### config.mk
export PLATFORM = sky130hd
export DESIGN_NAME = huffman_top
export DESIGN_NICKNAME = d
export VERILOG_FILES = /design/src/huffman_pkg.sv /design/src/huffman_ctrl.sv /design/src/symbol_histogram.sv /design/src/group_sorter.sv /design/src/code_table.sv /design/src/huffman_top.sv
export SDC_FILE = /design/constraint.sdc
export NUM_CORES = 1
export LEC_CHECK = 0
export ABC_CLOCK_PERIOD_IN_PS = 4400
export BUFFER_PORTS_ARGS = -buffer_cell sky130_fd_sc_hd__buf_4
export CAP_MARGIN = 20
export CORE_MARGIN = 1.5
export CORE_UTILIZATION = 55
export DETAILED_ROUTE_END_ITERATION = 6
export HOLD_SLACK_MARGIN = 0.06
export MAX_ROUTING_LAYER = met4
export PLACE_DENSITY = 0.73
export RECOVER_POWER = 100
export SLEW_MARGIN = 0
export SYNTH_ARGS = -nofsm -noshare
export SYNTH_HDL_FRONTEND = slang
export SYNTH_HIERARCHICAL = 1
export SYNTH_SLANG_ARGS = --single-unit
### constraint.sdc
create_clock -name clk -period 4.4 [get_ports clk]
set_input_delay 0.44 -clock clk [delete_from_list [all_inputs] [get_ports clk]]
set_output_delay 0.44 -clock clk [all_outputs]
set_load 0.02 [all_outputs]
### src/huffman_pkg.sv
package huffman_pkg;

	// datapath widths
	localparam int SAMPLE_W = 8;
	localparam int COUNT_W = 8;  // also the width of merged group weights
	localparam int CODE_W = 8;
	localparam int LEN_W = 3;

	// upper bound on the symbol alphabet, fixes the index width
	localparam int MAX_SYMBOLS = 8;

	typedef logic [SAMPLE_W-1:0] sample_t;
	typedef logic [COUNT_W-1:0] count_t;
	typedef logic [CODE_W-1:0] code_t;  // code word or length mask
	typedef logic [LEN_W-1:0] len_t;
	typedef logic [$clog2(MAX_SYMBOLS)-1:0] sym_id_t;

endpackage

### src/huffman_ctrl.sv
`timescale 1ns/100ps

module huffman_ctrl #(
	parameter int NUM_SYMBOLS = 6
) (
	input logic clk,
	input logic reset,
	input logic gray_valid,
	output logic frame_start,
	output logic counting,
	output logic load_slots,
	output logic sort_pass,
	output logic pass_odd,
	output logic merge,
	output logic [$bits(huffman_pkg::sym_id_t):0] active,
	output logic cnt_valid,
	output logic code_valid
);

	import huffman_pkg::*;

	typedef logic [$bits(sym_id_t):0] act_t;

	typedef enum logic [2:0] {
		st_idle,
		st_count,
		st_report,
		st_sort,
		st_merge,
		st_publish
	} state_t;

	state_t state;
	state_t state_nx;
	act_t pass_cnt;  // sort passes done in this phase

	always_ff @(posedge clk or posedge reset) begin
		if (reset)
			state <= st_idle;
		else
			state <= state_nx;
	end

	always_comb begin
		state_nx = state;
		case (state)
			st_idle:
				if (gray_valid)
					state_nx = st_count;
			st_count:
				if (!gray_valid)
					state_nx = st_report;
			st_report:
				state_nx = st_sort;
			st_sort:
				if (pass_cnt == active - 1'b1)  // one pass per live group
					state_nx = st_merge;
			st_merge:
				if (active == act_t'(2))
					state_nx = st_publish;  // last merge leaves one group
				else
					state_nx = st_sort;
			st_publish:
				state_nx = st_idle;
			default:
				state_nx = st_idle;
		endcase
	end

	always_ff @(posedge clk or posedge reset) begin
		if (reset)
			pass_cnt <= '0;
		else if (state == st_sort)
			pass_cnt <= pass_cnt + 1'b1;
		else
			pass_cnt <= '0;
	end

	// live groups, back to full size once the tree is done
	always_ff @(posedge clk or posedge reset) begin
		if (reset) begin
			active <= act_t'(NUM_SYMBOLS);
		end else if (state == st_merge) begin
			if (active == act_t'(2))
				active <= act_t'(NUM_SYMBOLS);
			else
				active <= active - 1'b1;
		end
	end

	assign frame_start = (state == st_idle) && gray_valid;
	assign counting = (state == st_count);
	assign load_slots = (state == st_report);
	assign cnt_valid = (state == st_report);
	assign sort_pass = (state == st_sort);
	assign pass_odd = pass_cnt[0];  // even pairs on the first pass
	assign merge = (state == st_merge);
	assign code_valid = (state == st_publish);

endmodule

### src/symbol_histogram.sv
`timescale 1ns/100ps

module symbol_histogram #(
	parameter int NUM_SYMBOLS = 6,
	parameter huffman_pkg::sample_t FIRST_SYMBOL = 8'h01
) (
	input logic clk,
	input logic reset,
	input logic frame_start,
	input logic counting,
	input logic gray_valid,
	input huffman_pkg::sample_t gray_data,
	input logic cnt_valid,
	output huffman_pkg::count_t counts [NUM_SYMBOLS],
	output huffman_pkg::count_t cnt [NUM_SYMBOLS]
);

	import huffman_pkg::*;

	count_t counter [NUM_SYMBOLS];
	logic [NUM_SYMBOLS-1:0] hit;  // one-hot, zero for bytes out of range

	always_comb begin
		for (int s = 0; s < NUM_SYMBOLS; s++) begin
			hit[s] = gray_valid && (gray_data == sample_t'(FIRST_SYMBOL + s));
		end
	end

	always_ff @(posedge clk or posedge reset) begin
		if (reset) begin
			for (int s = 0; s < NUM_SYMBOLS; s++)
				counter[s] <= '0;
		end else if (frame_start) begin
			// first sample of a burst restarts every counter
			for (int s = 0; s < NUM_SYMBOLS; s++)
				counter[s] <= count_t'(hit[s]);
		end else if (counting) begin
			for (int s = 0; s < NUM_SYMBOLS; s++)
				counter[s] <= counter[s] + count_t'(hit[s]);
		end
	end

	always_comb begin
		for (int s = 0; s < NUM_SYMBOLS; s++) begin
			counts[s] = counter[s];
			cnt[s] = cnt_valid ? counter[s] : '0;
		end
	end

endmodule

### src/group_sorter.sv
`timescale 1ns/100ps

module group_sorter #(
	parameter int NUM_SYMBOLS = 6
) (
	input logic clk,
	input logic reset,
	input logic load_slots,
	input huffman_pkg::count_t counts [NUM_SYMBOLS],
	input logic sort_pass,
	input logic pass_odd,
	input logic merge,
	input logic [$bits(huffman_pkg::sym_id_t):0] active,
	output logic [NUM_SYMBOLS-1:0] low_members,
	output logic [NUM_SYMBOLS-1:0] high_members
);

	import huffman_pkg::*;

	typedef logic [NUM_SYMBOLS-1:0] member_t;

	count_t weight [NUM_SYMBOLS];
	sym_id_t leader [NUM_SYMBOLS];
	member_t members [NUM_SYMBOLS];

	logic [NUM_SYMBOLS-2:0] swap;  // one flag per neighbour pair
	sym_id_t lo_idx;
	sym_id_t hi_idx;

	// heavier first, lower leader wins a tie
	function automatic logic outranks(
		input count_t w_a,
		input sym_id_t l_a,
		input count_t w_b,
		input sym_id_t l_b
	);
		return (w_a > w_b) || ((w_a == w_b) && (l_a < l_b));
	endfunction

	// only pairs of the current phase that lie fully in the live range
	always_comb begin
		for (int i = 0; i < NUM_SYMBOLS - 1; i++) begin
			swap[i] = (i[0] == pass_odd) && (i + 1 < int'(active)) &&
				outranks(weight[i + 1], leader[i + 1], weight[i], leader[i]);
		end
	end

	assign lo_idx = sym_id_t'(active - 1);
	assign hi_idx = sym_id_t'(active - 2);

	always_ff @(posedge clk or posedge reset) begin
		if (reset) begin
			for (int j = 0; j < NUM_SYMBOLS; j++) begin
				weight[j] <= '0;
				leader[j] <= sym_id_t'(j);
				members[j] <= member_t'(1) << j;
			end
		end else if (load_slots) begin
			// slot j starts as symbol j alone
			for (int j = 0; j < NUM_SYMBOLS; j++) begin
				weight[j] <= counts[j];
				leader[j] <= sym_id_t'(j);
				members[j] <= member_t'(1) << j;
			end
		end else if (sort_pass) begin
			for (int i = 0; i < NUM_SYMBOLS - 1; i++) begin
				if (swap[i]) begin
					weight[i] <= weight[i + 1];
					weight[i + 1] <= weight[i];
					leader[i] <= leader[i + 1];
					leader[i + 1] <= leader[i];
					members[i] <= members[i + 1];
					members[i + 1] <= members[i];
				end
			end
		end else if (merge) begin
			// lowest slot folds into the next one, which keeps its leader
			weight[hi_idx] <= weight[hi_idx] + weight[lo_idx];
			members[hi_idx] <= members[hi_idx] | members[lo_idx];
		end
	end

	assign low_members = members[lo_idx];
	assign high_members = members[hi_idx];

endmodule

### src/code_table.sv
`timescale 1ns/100ps

module code_table #(
	parameter int NUM_SYMBOLS = 6
) (
	input logic clk,
	input logic reset,
	input logic frame_start,
	input logic merge,
	input logic [NUM_SYMBOLS-1:0] low_members,
	input logic [NUM_SYMBOLS-1:0] high_members,
	input logic code_valid,
	output huffman_pkg::code_t hc [NUM_SYMBOLS],
	output huffman_pkg::code_t m [NUM_SYMBOLS]
);

	import huffman_pkg::*;

	code_t code_bits [NUM_SYMBOLS];
	code_t mask [NUM_SYMBOLS];
	len_t code_len [NUM_SYMBOLS];  // next free bit position

	always_ff @(posedge clk or posedge reset) begin
		if (reset) begin
			for (int s = 0; s < NUM_SYMBOLS; s++) begin
				code_bits[s] <= '0;
				mask[s] <= '0;
				code_len[s] <= '0;
			end
		end else if (frame_start) begin
			for (int s = 0; s < NUM_SYMBOLS; s++) begin
				code_bits[s] <= '0;
				mask[s] <= '0;
				code_len[s] <= '0;
			end
		end else if (merge) begin
			// bits are filled from the leaf upward, root bit ends on top
			for (int s = 0; s < NUM_SYMBOLS; s++) begin
				if (low_members[s] || high_members[s]) begin
					code_bits[s][code_len[s]] <= low_members[s];  // 1 for low side
					code_len[s] <= code_len[s] + 1'b1;
					mask[s] <= (mask[s] << 1) | code_t'(1);
				end
			end
		end
	end

	always_comb begin
		for (int s = 0; s < NUM_SYMBOLS; s++) begin
			hc[s] = code_valid ? code_bits[s] : '0;
			m[s] = code_valid ? mask[s] : '0;
		end
	end

endmodule

### src/huffman_top.sv
`timescale 1ns/100ps

module huffman_top #(
	parameter int NUM_SYMBOLS = 6,
	parameter huffman_pkg::sample_t FIRST_SYMBOL = 8'h01
) (
	input logic clk,
	input logic reset,
	input logic gray_valid,
	input huffman_pkg::sample_t gray_data,
	output logic cnt_valid,
	output huffman_pkg::count_t cnt [NUM_SYMBOLS],
	output logic code_valid,
	output huffman_pkg::code_t hc [NUM_SYMBOLS],
	output huffman_pkg::code_t m [NUM_SYMBOLS]
);

	import huffman_pkg::*;

	logic frame_start;
	logic counting;
	logic load_slots;
	logic sort_pass;
	logic pass_odd;
	logic merge;
	logic [$bits(sym_id_t):0] active;
	count_t counts [NUM_SYMBOLS];  // raw counters into the sorter
	logic [NUM_SYMBOLS-1:0] low_members;
	logic [NUM_SYMBOLS-1:0] high_members;

	huffman_ctrl #(
		.NUM_SYMBOLS(NUM_SYMBOLS)
	) u_ctrl (
		.clk(clk),
		.reset(reset),
		.gray_valid(gray_valid),
		.frame_start(frame_start),
		.counting(counting),
		.load_slots(load_slots),
		.sort_pass(sort_pass),
		.pass_odd(pass_odd),
		.merge(merge),
		.active(active),
		.cnt_valid(cnt_valid),
		.code_valid(code_valid)
	);

	symbol_histogram #(
		.NUM_SYMBOLS(NUM_SYMBOLS),
		.FIRST_SYMBOL(FIRST_SYMBOL)
	) u_histogram (
		.clk(clk),
		.reset(reset),
		.frame_start(frame_start),
		.counting(counting),
		.gray_valid(gray_valid),
		.gray_data(gray_data),
		.cnt_valid(cnt_valid),
		.counts(counts),
		.cnt(cnt)
	);

	group_sorter #(
		.NUM_SYMBOLS(NUM_SYMBOLS)
	) u_sorter (
		.clk(clk),
		.reset(reset),
		.load_slots(load_slots),
		.counts(counts),
		.sort_pass(sort_pass),
		.pass_odd(pass_odd),
		.merge(merge),
		.active(active),
		.low_members(low_members),
		.high_members(high_members)
	);

	code_table #(
		.NUM_SYMBOLS(NUM_SYMBOLS)
	) u_code_table (
		.clk(clk),
		.reset(reset),
		.frame_start(frame_start),
		.merge(merge),
		.low_members(low_members),
		.high_members(high_members),
		.code_valid(code_valid),
		.hc(hc),
		.m(m)
	);

endmodule

==> implementation parameters, run 1 <==
Parameter                              Value

Critical path
  Endpoint type of the worst setup path    flip-flop
  Element type at the critical path start    flip-flop
  Data arrival time of the critical path    4.76 ns
  Classification of the worst setup path    flip-flop to flip-flop
  Critical path required time    4.88 ns
  Reg2Reg Depth    9
  Largest driver fanout on the critical path    8

Cells and area
  Final nets    2,187
  Filler cells    2,865
  Layout overhead on the synthesized area    12.62%
  Diodes inserted    0
  Area taken by flip-flops and latches    6902 sq um
  Share of post-route cells with drive strength above 1    14.00%
  Area taken by multi-input logic gates    10,250 sq um

Clocking
  Number of hold buffers added after cts    1
  H-tree level count    1
  CTS-repair resized insts    0
  Total number of clock tree sinks    275
  Clock transition time at the flip-flop clock pins of the worst setup and hold paths    0.06 ns
  Post-CTS Setup Bufs    0
  Total clock buffers created by CTS    31
  Root buf cell    sky130_fd_sc_hd__clkbuf_16
  TritonCTS clock tree    built
  Worst skew pair latency    0.59 ns
  Clock tree buffer depth    3

STA
  Setup-failing EPs final    0
  Max transition margin    -34.92%
  Setup TNS    0 ns
  Final-report hold violation count    0
  Minimum clock period    4.285 ns
  Max-slew violation count    193
  Highest Clock Rate    233.4 MHz
  Final period util    97.39%
  Fin worst setup slack    0.1150 ns
  Maximum clock skew at final layout    0.02906 ns
  Tightest Pin Transition    2.024 ns
  RSZ-0062 raised after global routing    false

Placement
  IO buf count    156
  Worst slack after detailed placement    0.5038 ns
  Final Wtd Congestion    1.016
  Final HPWL from detailed placement    41.97 mm

Route
  Remaining routing DRC violations    11
  Iter 0 DRT Violations    1,660
  Routed wire per std cell    22.74 um
  Number of vias in the routed layout    16,520
  Total wirelength of the detailed-routed design    58.12 mm
  Detailed Routing Iterations Pass 1    7
  Via-per-instance ratio    6.463
  Antenna-violating nets left    0

Global routing
  Antenna violations before repair    0
  Remaining global-route overflow    0
  Global-route met2 utilization    54.72%
  First-pass GRT wire length    89.58 mm
  GRT Overall Usage    34.91%
  Vias in the first global route    15,522
  Most utilized layer in the global route result    met2
  Fraction of met1 tracks used by global routing    45.81%
  Routing usage on met3    4.999%
  Largest net degree at the start of global routing    89

Synthesis
  Compound-cell area share of the yosys netlist    21.68%
  Sequential-to-total area share from yosys stat    38.10%
  Post-synthesis cell count    1,980
  Unique cell type count in the Yosys netlist    95
  Number of nets in the synthesized netlist    2,076
  Adder-Cell Fraction of Synth Area    5.914%
  Dominant combinational cell family by area after synthesis    compound AO/OA/AOI/OAI gates
  Mean Syn Cell Area    9.146 sq um
  Prevailing post-synth register cell    sky130_fd_sc_hd__dfrtp_1
  Share of async-settable or async-resettable flops after synthesis    100.0%
  Post-synthesis instance area    18,110 sq um
  Proportion of synthesized area in mux cells    7.607%
  Post-synthesis share of cell area spent on and, or, nand and nor gates    19.49%
  Post-Synth XOR/XNOR Area    2.156%
  Number of enable-type register cells in the synthesized netlist    0
  Number of warning messages in the yosys log    6
  Synth Register Bits    275

Floorplan
  Die Width    184.5 um
  Core region area    32,450 sq um
  Die Y    184.5 um
  Total Die Area    34,030 sq um
  I/O Pins    157
  Num rows    66
  Initial core utilization    55.80%

Outcome
  Status    finished, violations left
  Violated checks    DRC, capacitance limit, slew limit

Power
  Static Leak    8.726 nW
  Cell Pwr Density    256.6 nW/um^2
  VDD IR-drop max    303.6 uV

Worst hold path
  Class of the most critical hold timing path    input pin to flip-flop
  Number of instances on the worst hold path    3

Job
  Count of max-cap constraint violations    5
-- state kept, by name (all words and copies together) (netlist names) --
register	count
u_code_table/mask	48
u_ctrl/pass_cnt	4
u_code_table/code_len	18
u_ctrl/state	3
u_sorter/leader	18
u_sorter/members	36
u_code_table/code_bits	48
u_ctrl/active	4
u_histogram/counts	48
u_sorter/weight	48
-- critical path, stage by stage (launching register included) --
cell                       delay (ns)
sky130_fd_sc_hd__dfrtp_1         0.58
sky130_fd_sc_hd__inv_1           0.19
sky130_fd_sc_hd__ha_1            0.33
sky130_fd_sc_hd__nand4_1         0.23
sky130_fd_sc_hd__o21bai_1        0.29
sky130_fd_sc_hd__o221ai_1        0.79
sky130_fd_sc_hd__nand2_1         0.13
sky130_fd_sc_hd__a22oi_1         0.96
sky130_fd_sc_hd__clkbuf_2        0.45
sky130_fd_sc_hd__mux2i_1         0.24
-- worst paths after layout --
| check | start | end | slack [ns] |
|---|---|---|---|
| max in group asynchronous | reset | u_sorter/weight[13] | 1.42 |
| min | gray_data[2] | u_histogram/counts[32] | 0.25 |
| max | u_sorter/weight[20] | u_sorter/weight[10] | 0.12 |
| max reg2reg | u_sorter/weight[20] | u_sorter/weight[10] | 0.12 |
| min reg2reg | u_sorter/members[10] | u_sorter/members[10] | 0.51 |
| min in group asynchronous | reset | u_ctrl/pass_cnt[2] | 0.57 |
-- where the power goes --
group / switching (mW) / internal [mW] / total (mW)
clock: 1.09 / 1.54 / 2.64
combinational: 0.0579 / 0.00890 / 0.0668
sequential: 0 / 2.53 / 2.53
total: 1.15 / 4.08 / 5.23
-- final cells by class --
class | instances | share of cell area (%)
Clock buffer | 44 | 4.632
Clock inverter | 12 | 0.4908
Inverter | 74 | 1.374
Multi-Input combinational cell | 1496 | 50.24
Sequential cell | 275 | 33.84
Tap cell | 442 | 2.711
Timing Repair Buffer | 213 | 6.717
-- layout by cell type (no fill, tap or decap), types with 58 or more instances in the layout --
cell type,instances
sky130_fd_sc_hd__a21oi_1,147
sky130_fd_sc_hd__nand3_1,58
sky130_fd_sc_hd__inv_1,72
sky130_fd_sc_hd__o21ai_0,106
sky130_fd_sc_hd__buf_4,148
sky130_fd_sc_hd__ha_1,84
sky130_fd_sc_hd__nand2_1,190
sky130_fd_sc_hd__and2_0,102
sky130_fd_sc_hd__nor2_1,126
sky130_fd_sc_hd__dfrtp_1,259
sky130_fd_sc_hd__clkbuf_1,60
-- synth_stat cells, types with 9 or more instances --
cell type | count | area, sq um
sky130_fd_sc_hd__a21o_1 | 14 | 105.1
sky130_fd_sc_hd__a21oi_1 | 148 | 740.7
sky130_fd_sc_hd__a221o_1 | 15 | 150.1
sky130_fd_sc_hd__a221oi_1 | 20 | 175.2
sky130_fd_sc_hd__a22o_1 | 15 | 131.4
sky130_fd_sc_hd__a22oi_1 | 17 | 127.6
sky130_fd_sc_hd__a31oi_1 | 22 | 137.6
sky130_fd_sc_hd__and2_1 | 149 | 932.1
sky130_fd_sc_hd__buf_1 | 11 | 41.29
sky130_fd_sc_hd__buf_2 | 32 | 160.2
sky130_fd_sc_hd__clkbuf_1 | 76 | 285.3
sky130_fd_sc_hd__dfrtp_1 | 260 | 6506
sky130_fd_sc_hd__dfstp_2 | 15 | 394.1
sky130_fd_sc_hd__ha_1 | 84 | 1051
sky130_fd_sc_hd__inv_1 | 74 | 277.8
sky130_fd_sc_hd__mux2_2 | 13 | 146.4
sky130_fd_sc_hd__mux2i_1 | 54 | 540.5
sky130_fd_sc_hd__mux4_2 | 27 | 608.1
sky130_fd_sc_hd__nand2_1 | 190 | 713.2
sky130_fd_sc_hd__nand2b_1 | 26 | 162.7
sky130_fd_sc_hd__nand3_1 | 58 | 290.3
sky130_fd_sc_hd__nand3b_1 | 9 | 67.56
sky130_fd_sc_hd__nand4_1 | 21 | 131.4
sky130_fd_sc_hd__nor2_1 | 128 | 480.5
sky130_fd_sc_hd__nor3_1 | 39 | 195.2
sky130_fd_sc_hd__nor4_1 | 12 | 75.07
sky130_fd_sc_hd__o211ai_1 | 35 | 262.8
sky130_fd_sc_hd__o21a_1 | 12 | 90.09
sky130_fd_sc_hd__o21ai_0 | 105 | 525.5
sky130_fd_sc_hd__o22a_1 | 11 | 96.34
sky130_fd_sc_hd__o22ai_1 | 20 | 125.1
sky130_fd_sc_hd__o311ai_0 | 18 | 157.7
sky130_fd_sc_hd__o31ai_1 | 24 | 180.2
sky130_fd_sc_hd__or3_1 | 16 | 100.1
sky130_fd_sc_hd__xnor2_1 | 16 | 140.1
sky130_fd_sc_hd__xor2_1 | 26 | 227.7
-- kinds of logic after synthesis --
family,after synthesis
and+or+nand+nor,694
AOI/OAI and AO/OA,575
DFF,275
buffers and inverters,209
muxes,99
adders and majority gates,85
xor gates and xnor gates,43
-- through the flow --
stage               area (sq um)  util (%)  cells  total power [mW]  hold slack [ns]
finish                     20400     62.85   2556             5.233           0.2499
floorplan                  18110         -   1980             2.615           0.2910
CTS                        20740     63.91   2556             5.274           0.2331
global placement           19660     60.58   2498             2.646           0.4663
global route               20400     62.85   2556             5.373           0.2486
detailed placement         19690     60.66   2499             2.650           0.4702
-- routing by layer --
| metal | up-vias | wire (um) | part of all wire (%) |
|---|---|---|---|
| met3 | 155 | 4891 | 8.4 |
| li1 | 7515 | - | - |
| met4 | 0 | 2429 | 4.2 |
| met1 | 8047 | 24020 | 41 |
| met5 | - | 0 | 0 |
| met2 | 803 | 26780 | 46 |
Note: power is estimated with default switching activity, not from simulation.
==> run 2, diff against run 1 <==
- CELL_PAD_IN_SITES_DETAIL_PLACEMENT: default -> 2
- CELL_PAD_IN_SITES_GLOBAL_PLACEMENT: default -> 2
- CORE_UTILIZATION: 55 -> 35
- PLACE_DENSITY: 0.73 -> 0.74
==> implementation parameters, run 2 (synthesis gave the netlist of run 1 again) <==
Parameter                              Value

Cells and area
  Share of post-route cells with drive strength above 1    14.82%
  Layout overhead on the synthesized area    15.99%
  Most common library cell in the layout ignoring fill and taps    sky130_fd_sc_hd__dfrtp_1
  Final nets    2,202
  Area of all placed cells without fillers    21,010 sq um
  Utilization after layout    41.03%
  Top library cells by usage in the layout, fill and taps aside    sky130_fd_sc_hd__dfrtp_1, sky130_fd_sc_hd__nand2_1, sky130_fd_sc_hd__buf_4, sky130_fd_sc_hd__a21oi_1, sky130_fd_sc_hd__nor2_1
  Diodes inserted    0

Floorplan
  Total Die Area    53,120 sq um
  Initial core utilization    35.37%
  I/O Pins    157
  Die Width    230.5 um
  Core region area    51,200 sq um
  Num rows    83
  Die Y    230.5 um

Route
  Iter 0 DRT Violations    1,225
  Detailed Routing Iterations Pass 1    5
  Routed wire per std cell    26.22 um
  Via-per-instance ratio    6.059
  Number of vias in the routed layout    17,037
  Total wirelength of the detailed-routed design    73.74 mm
  Antenna-violating nets left    0
  Remaining routing DRC violations    0

Clocking
  TritonCTS clock tree    built
  Root buf cell    sky130_fd_sc_hd__clkbuf_16
  Clock transition time at the flip-flop clock pins of the worst setup and hold paths    0.06 ns
  Clock tree buffer depth    3
  Worst skew pair latency    0.55 ns
  Total number of clock tree sinks    275
  CTS-repair resized insts    0
  H-tree level count    2
  Post-CTS Setup Bufs    0
  Total clock buffers created by CTS    37

STA
  Setup TNS    0 ns
  Maximum clock skew at final layout    0.02146 ns
  Minimum clock period    4.177 ns
  RSZ-0062 raised after global routing    false
  Tightest Pin Transition    2.666 ns
  Final period util    94.94%
  Max-slew violation count    283
  Highest Clock Rate    239.4 MHz
  Worst Hold Slack    0.2718 ns
  Final-report hold violation count    0
  Setup-failing EPs final    0
  Max transition margin    -77.71%

Power
  Fraction of power consumed by sequential logic    44.5%
  Fraction of power consumed by the clock network    54.2%
  Switching power as a share of total power    22.41%
  Net Switching    1.274 mW
  Relative contribution of combinational cells to total power    1.3%
  VDD IR-drop max    254.8 uV
  Internal power of the cells    4.412 mW
  Static Leak    8.912 nW
  Cell Pwr Density    270.7 nW/um^2

Placement
  Final Wtd Congestion    0.9310
  Final HPWL from detailed placement    53.77 mm
  IO buf count    156
  DP Area    20,040 sq um

Critical path
  Element type at the critical path start    flip-flop
  Endpoint type of the worst setup path    flip-flop
  Critical path required time    4.85 ns
  Reg2Reg Depth    9
  Classification of the worst setup path    flip-flop to flip-flop
  Data arrival time of the critical path    4.62 ns
  Largest driver fanout on the critical path    9

Global routing
  Antenna violations before repair    0
  Largest net degree at the start of global routing    98
  Vias in the first global route    18,390
  Remaining global-route overflow    0
  First-pass GRT wire length    114.7 mm
  GRT Overall Usage    28.68%

Outcome
  Status    finished, violations left
  Violated checks    capacitance limit, slew limit

Job
  Count of max-cap constraint violations    6

Worst hold path
  Number of instances on the worst hold path    3
  Class of the most critical hold timing path    input pin to flip-flop
==> run 2: cell count changes in the layout (fill, tap and decap cells not counted), sizes merged <==
cell | previous run | this run
buf | 148 | 162
clkinv | 7 | 3
bufinv | 1 | 2
clkbuf | 108 | 117
clkinvlp | 5 | 3
==> run 2: power by group through the flow <==
stage          Sequential [mW]  Combinational [mW]  Clock [mW]
2_1_floorplan             2.58              0.0398           0
3_3_place_gp              2.58              0.0761           0
3_5_place_dp              2.58              0.0779           0
4_1_cts                   2.53              0.0787        3.16
5_1_grt                   2.53              0.0833        3.24
6_report                  2.53              0.0720        3.08
==> run 2: final timing paths <==
path	start	to	slack [ns]
worst max-delay path	u_sorter/weight[20]	u_sorter/weight[10]	0.22
worst min register to register	u_sorter/members[10]	u_sorter/members[10]	0.51
worst max register to register	u_sorter/weight[20]	u_sorter/weight[10]	0.22
max in group asynchronous	reset	u_code_table/mask[37]	0.86
min in group asynchronous	reset	u_histogram/counts[6]	0.53
worst min-delay path	gray_data[0]	u_histogram/counts[32]	0.27
==> run 2: through the flow <==
step / setup WS [ns] / instances / total power, mW
3_5_place_dp: 0.3898 / 2746 / 2.653
5_1_grt: 0.05605 / 2812 / 5.852
6_report: 0.2229 / 2812 / 5.686
2_1_floorplan: 0.05940 / 1980 / 2.615
4_1_cts: 0.3615 / 2812 / 5.770
3_3_place_gp: 0.4094 / 2746 / 2.651
==> run 2: final cells by class <==
type	count	area (sq um)
multi-input combinational	1496	10290
clock inverter	7	91.34
clock buffer	58	1127
fill	5593	30190
sequential	275	6904
inverter	74	280.3
tap	680	850.8
timing repair buffer	222	1459
==> run 2: critical path: stages (launching register included) <==
cell and delay (ns):
sky130_fd_sc_hd__dfrtp_1 0.62, sky130_fd_sc_hd__inv_1 0.25, sky130_fd_sc_hd__ha_1 0.34, sky130_fd_sc_hd__nand4_1 0.19, sky130_fd_sc_hd__o21bai_1 0.23, sky130_fd_sc_hd__o221ai_1 0.78, sky130_fd_sc_hd__nand2_1 0.17, sky130_fd_sc_hd__a22oi_2 0.73
sky130_fd_sc_hd__clkbuf_1 0.45, sky130_fd_sc_hd__mux2i_1 0.30
==> run 2: layer usage <==
layer	up-vias	global-route usage (%)	part of all wire, %
met4	0	10.68	3.8
met3	156	3.483	4.8
met1	8849	36.54	43
met2	486	46.74	48
li1	7546	-	-
met5	-	-	0
==> run 2: timing repair <==
item,CTS,global route
endpoints found under the setup margin,0,0
hold buffers,1,0
hold endpoints to repair,89,0
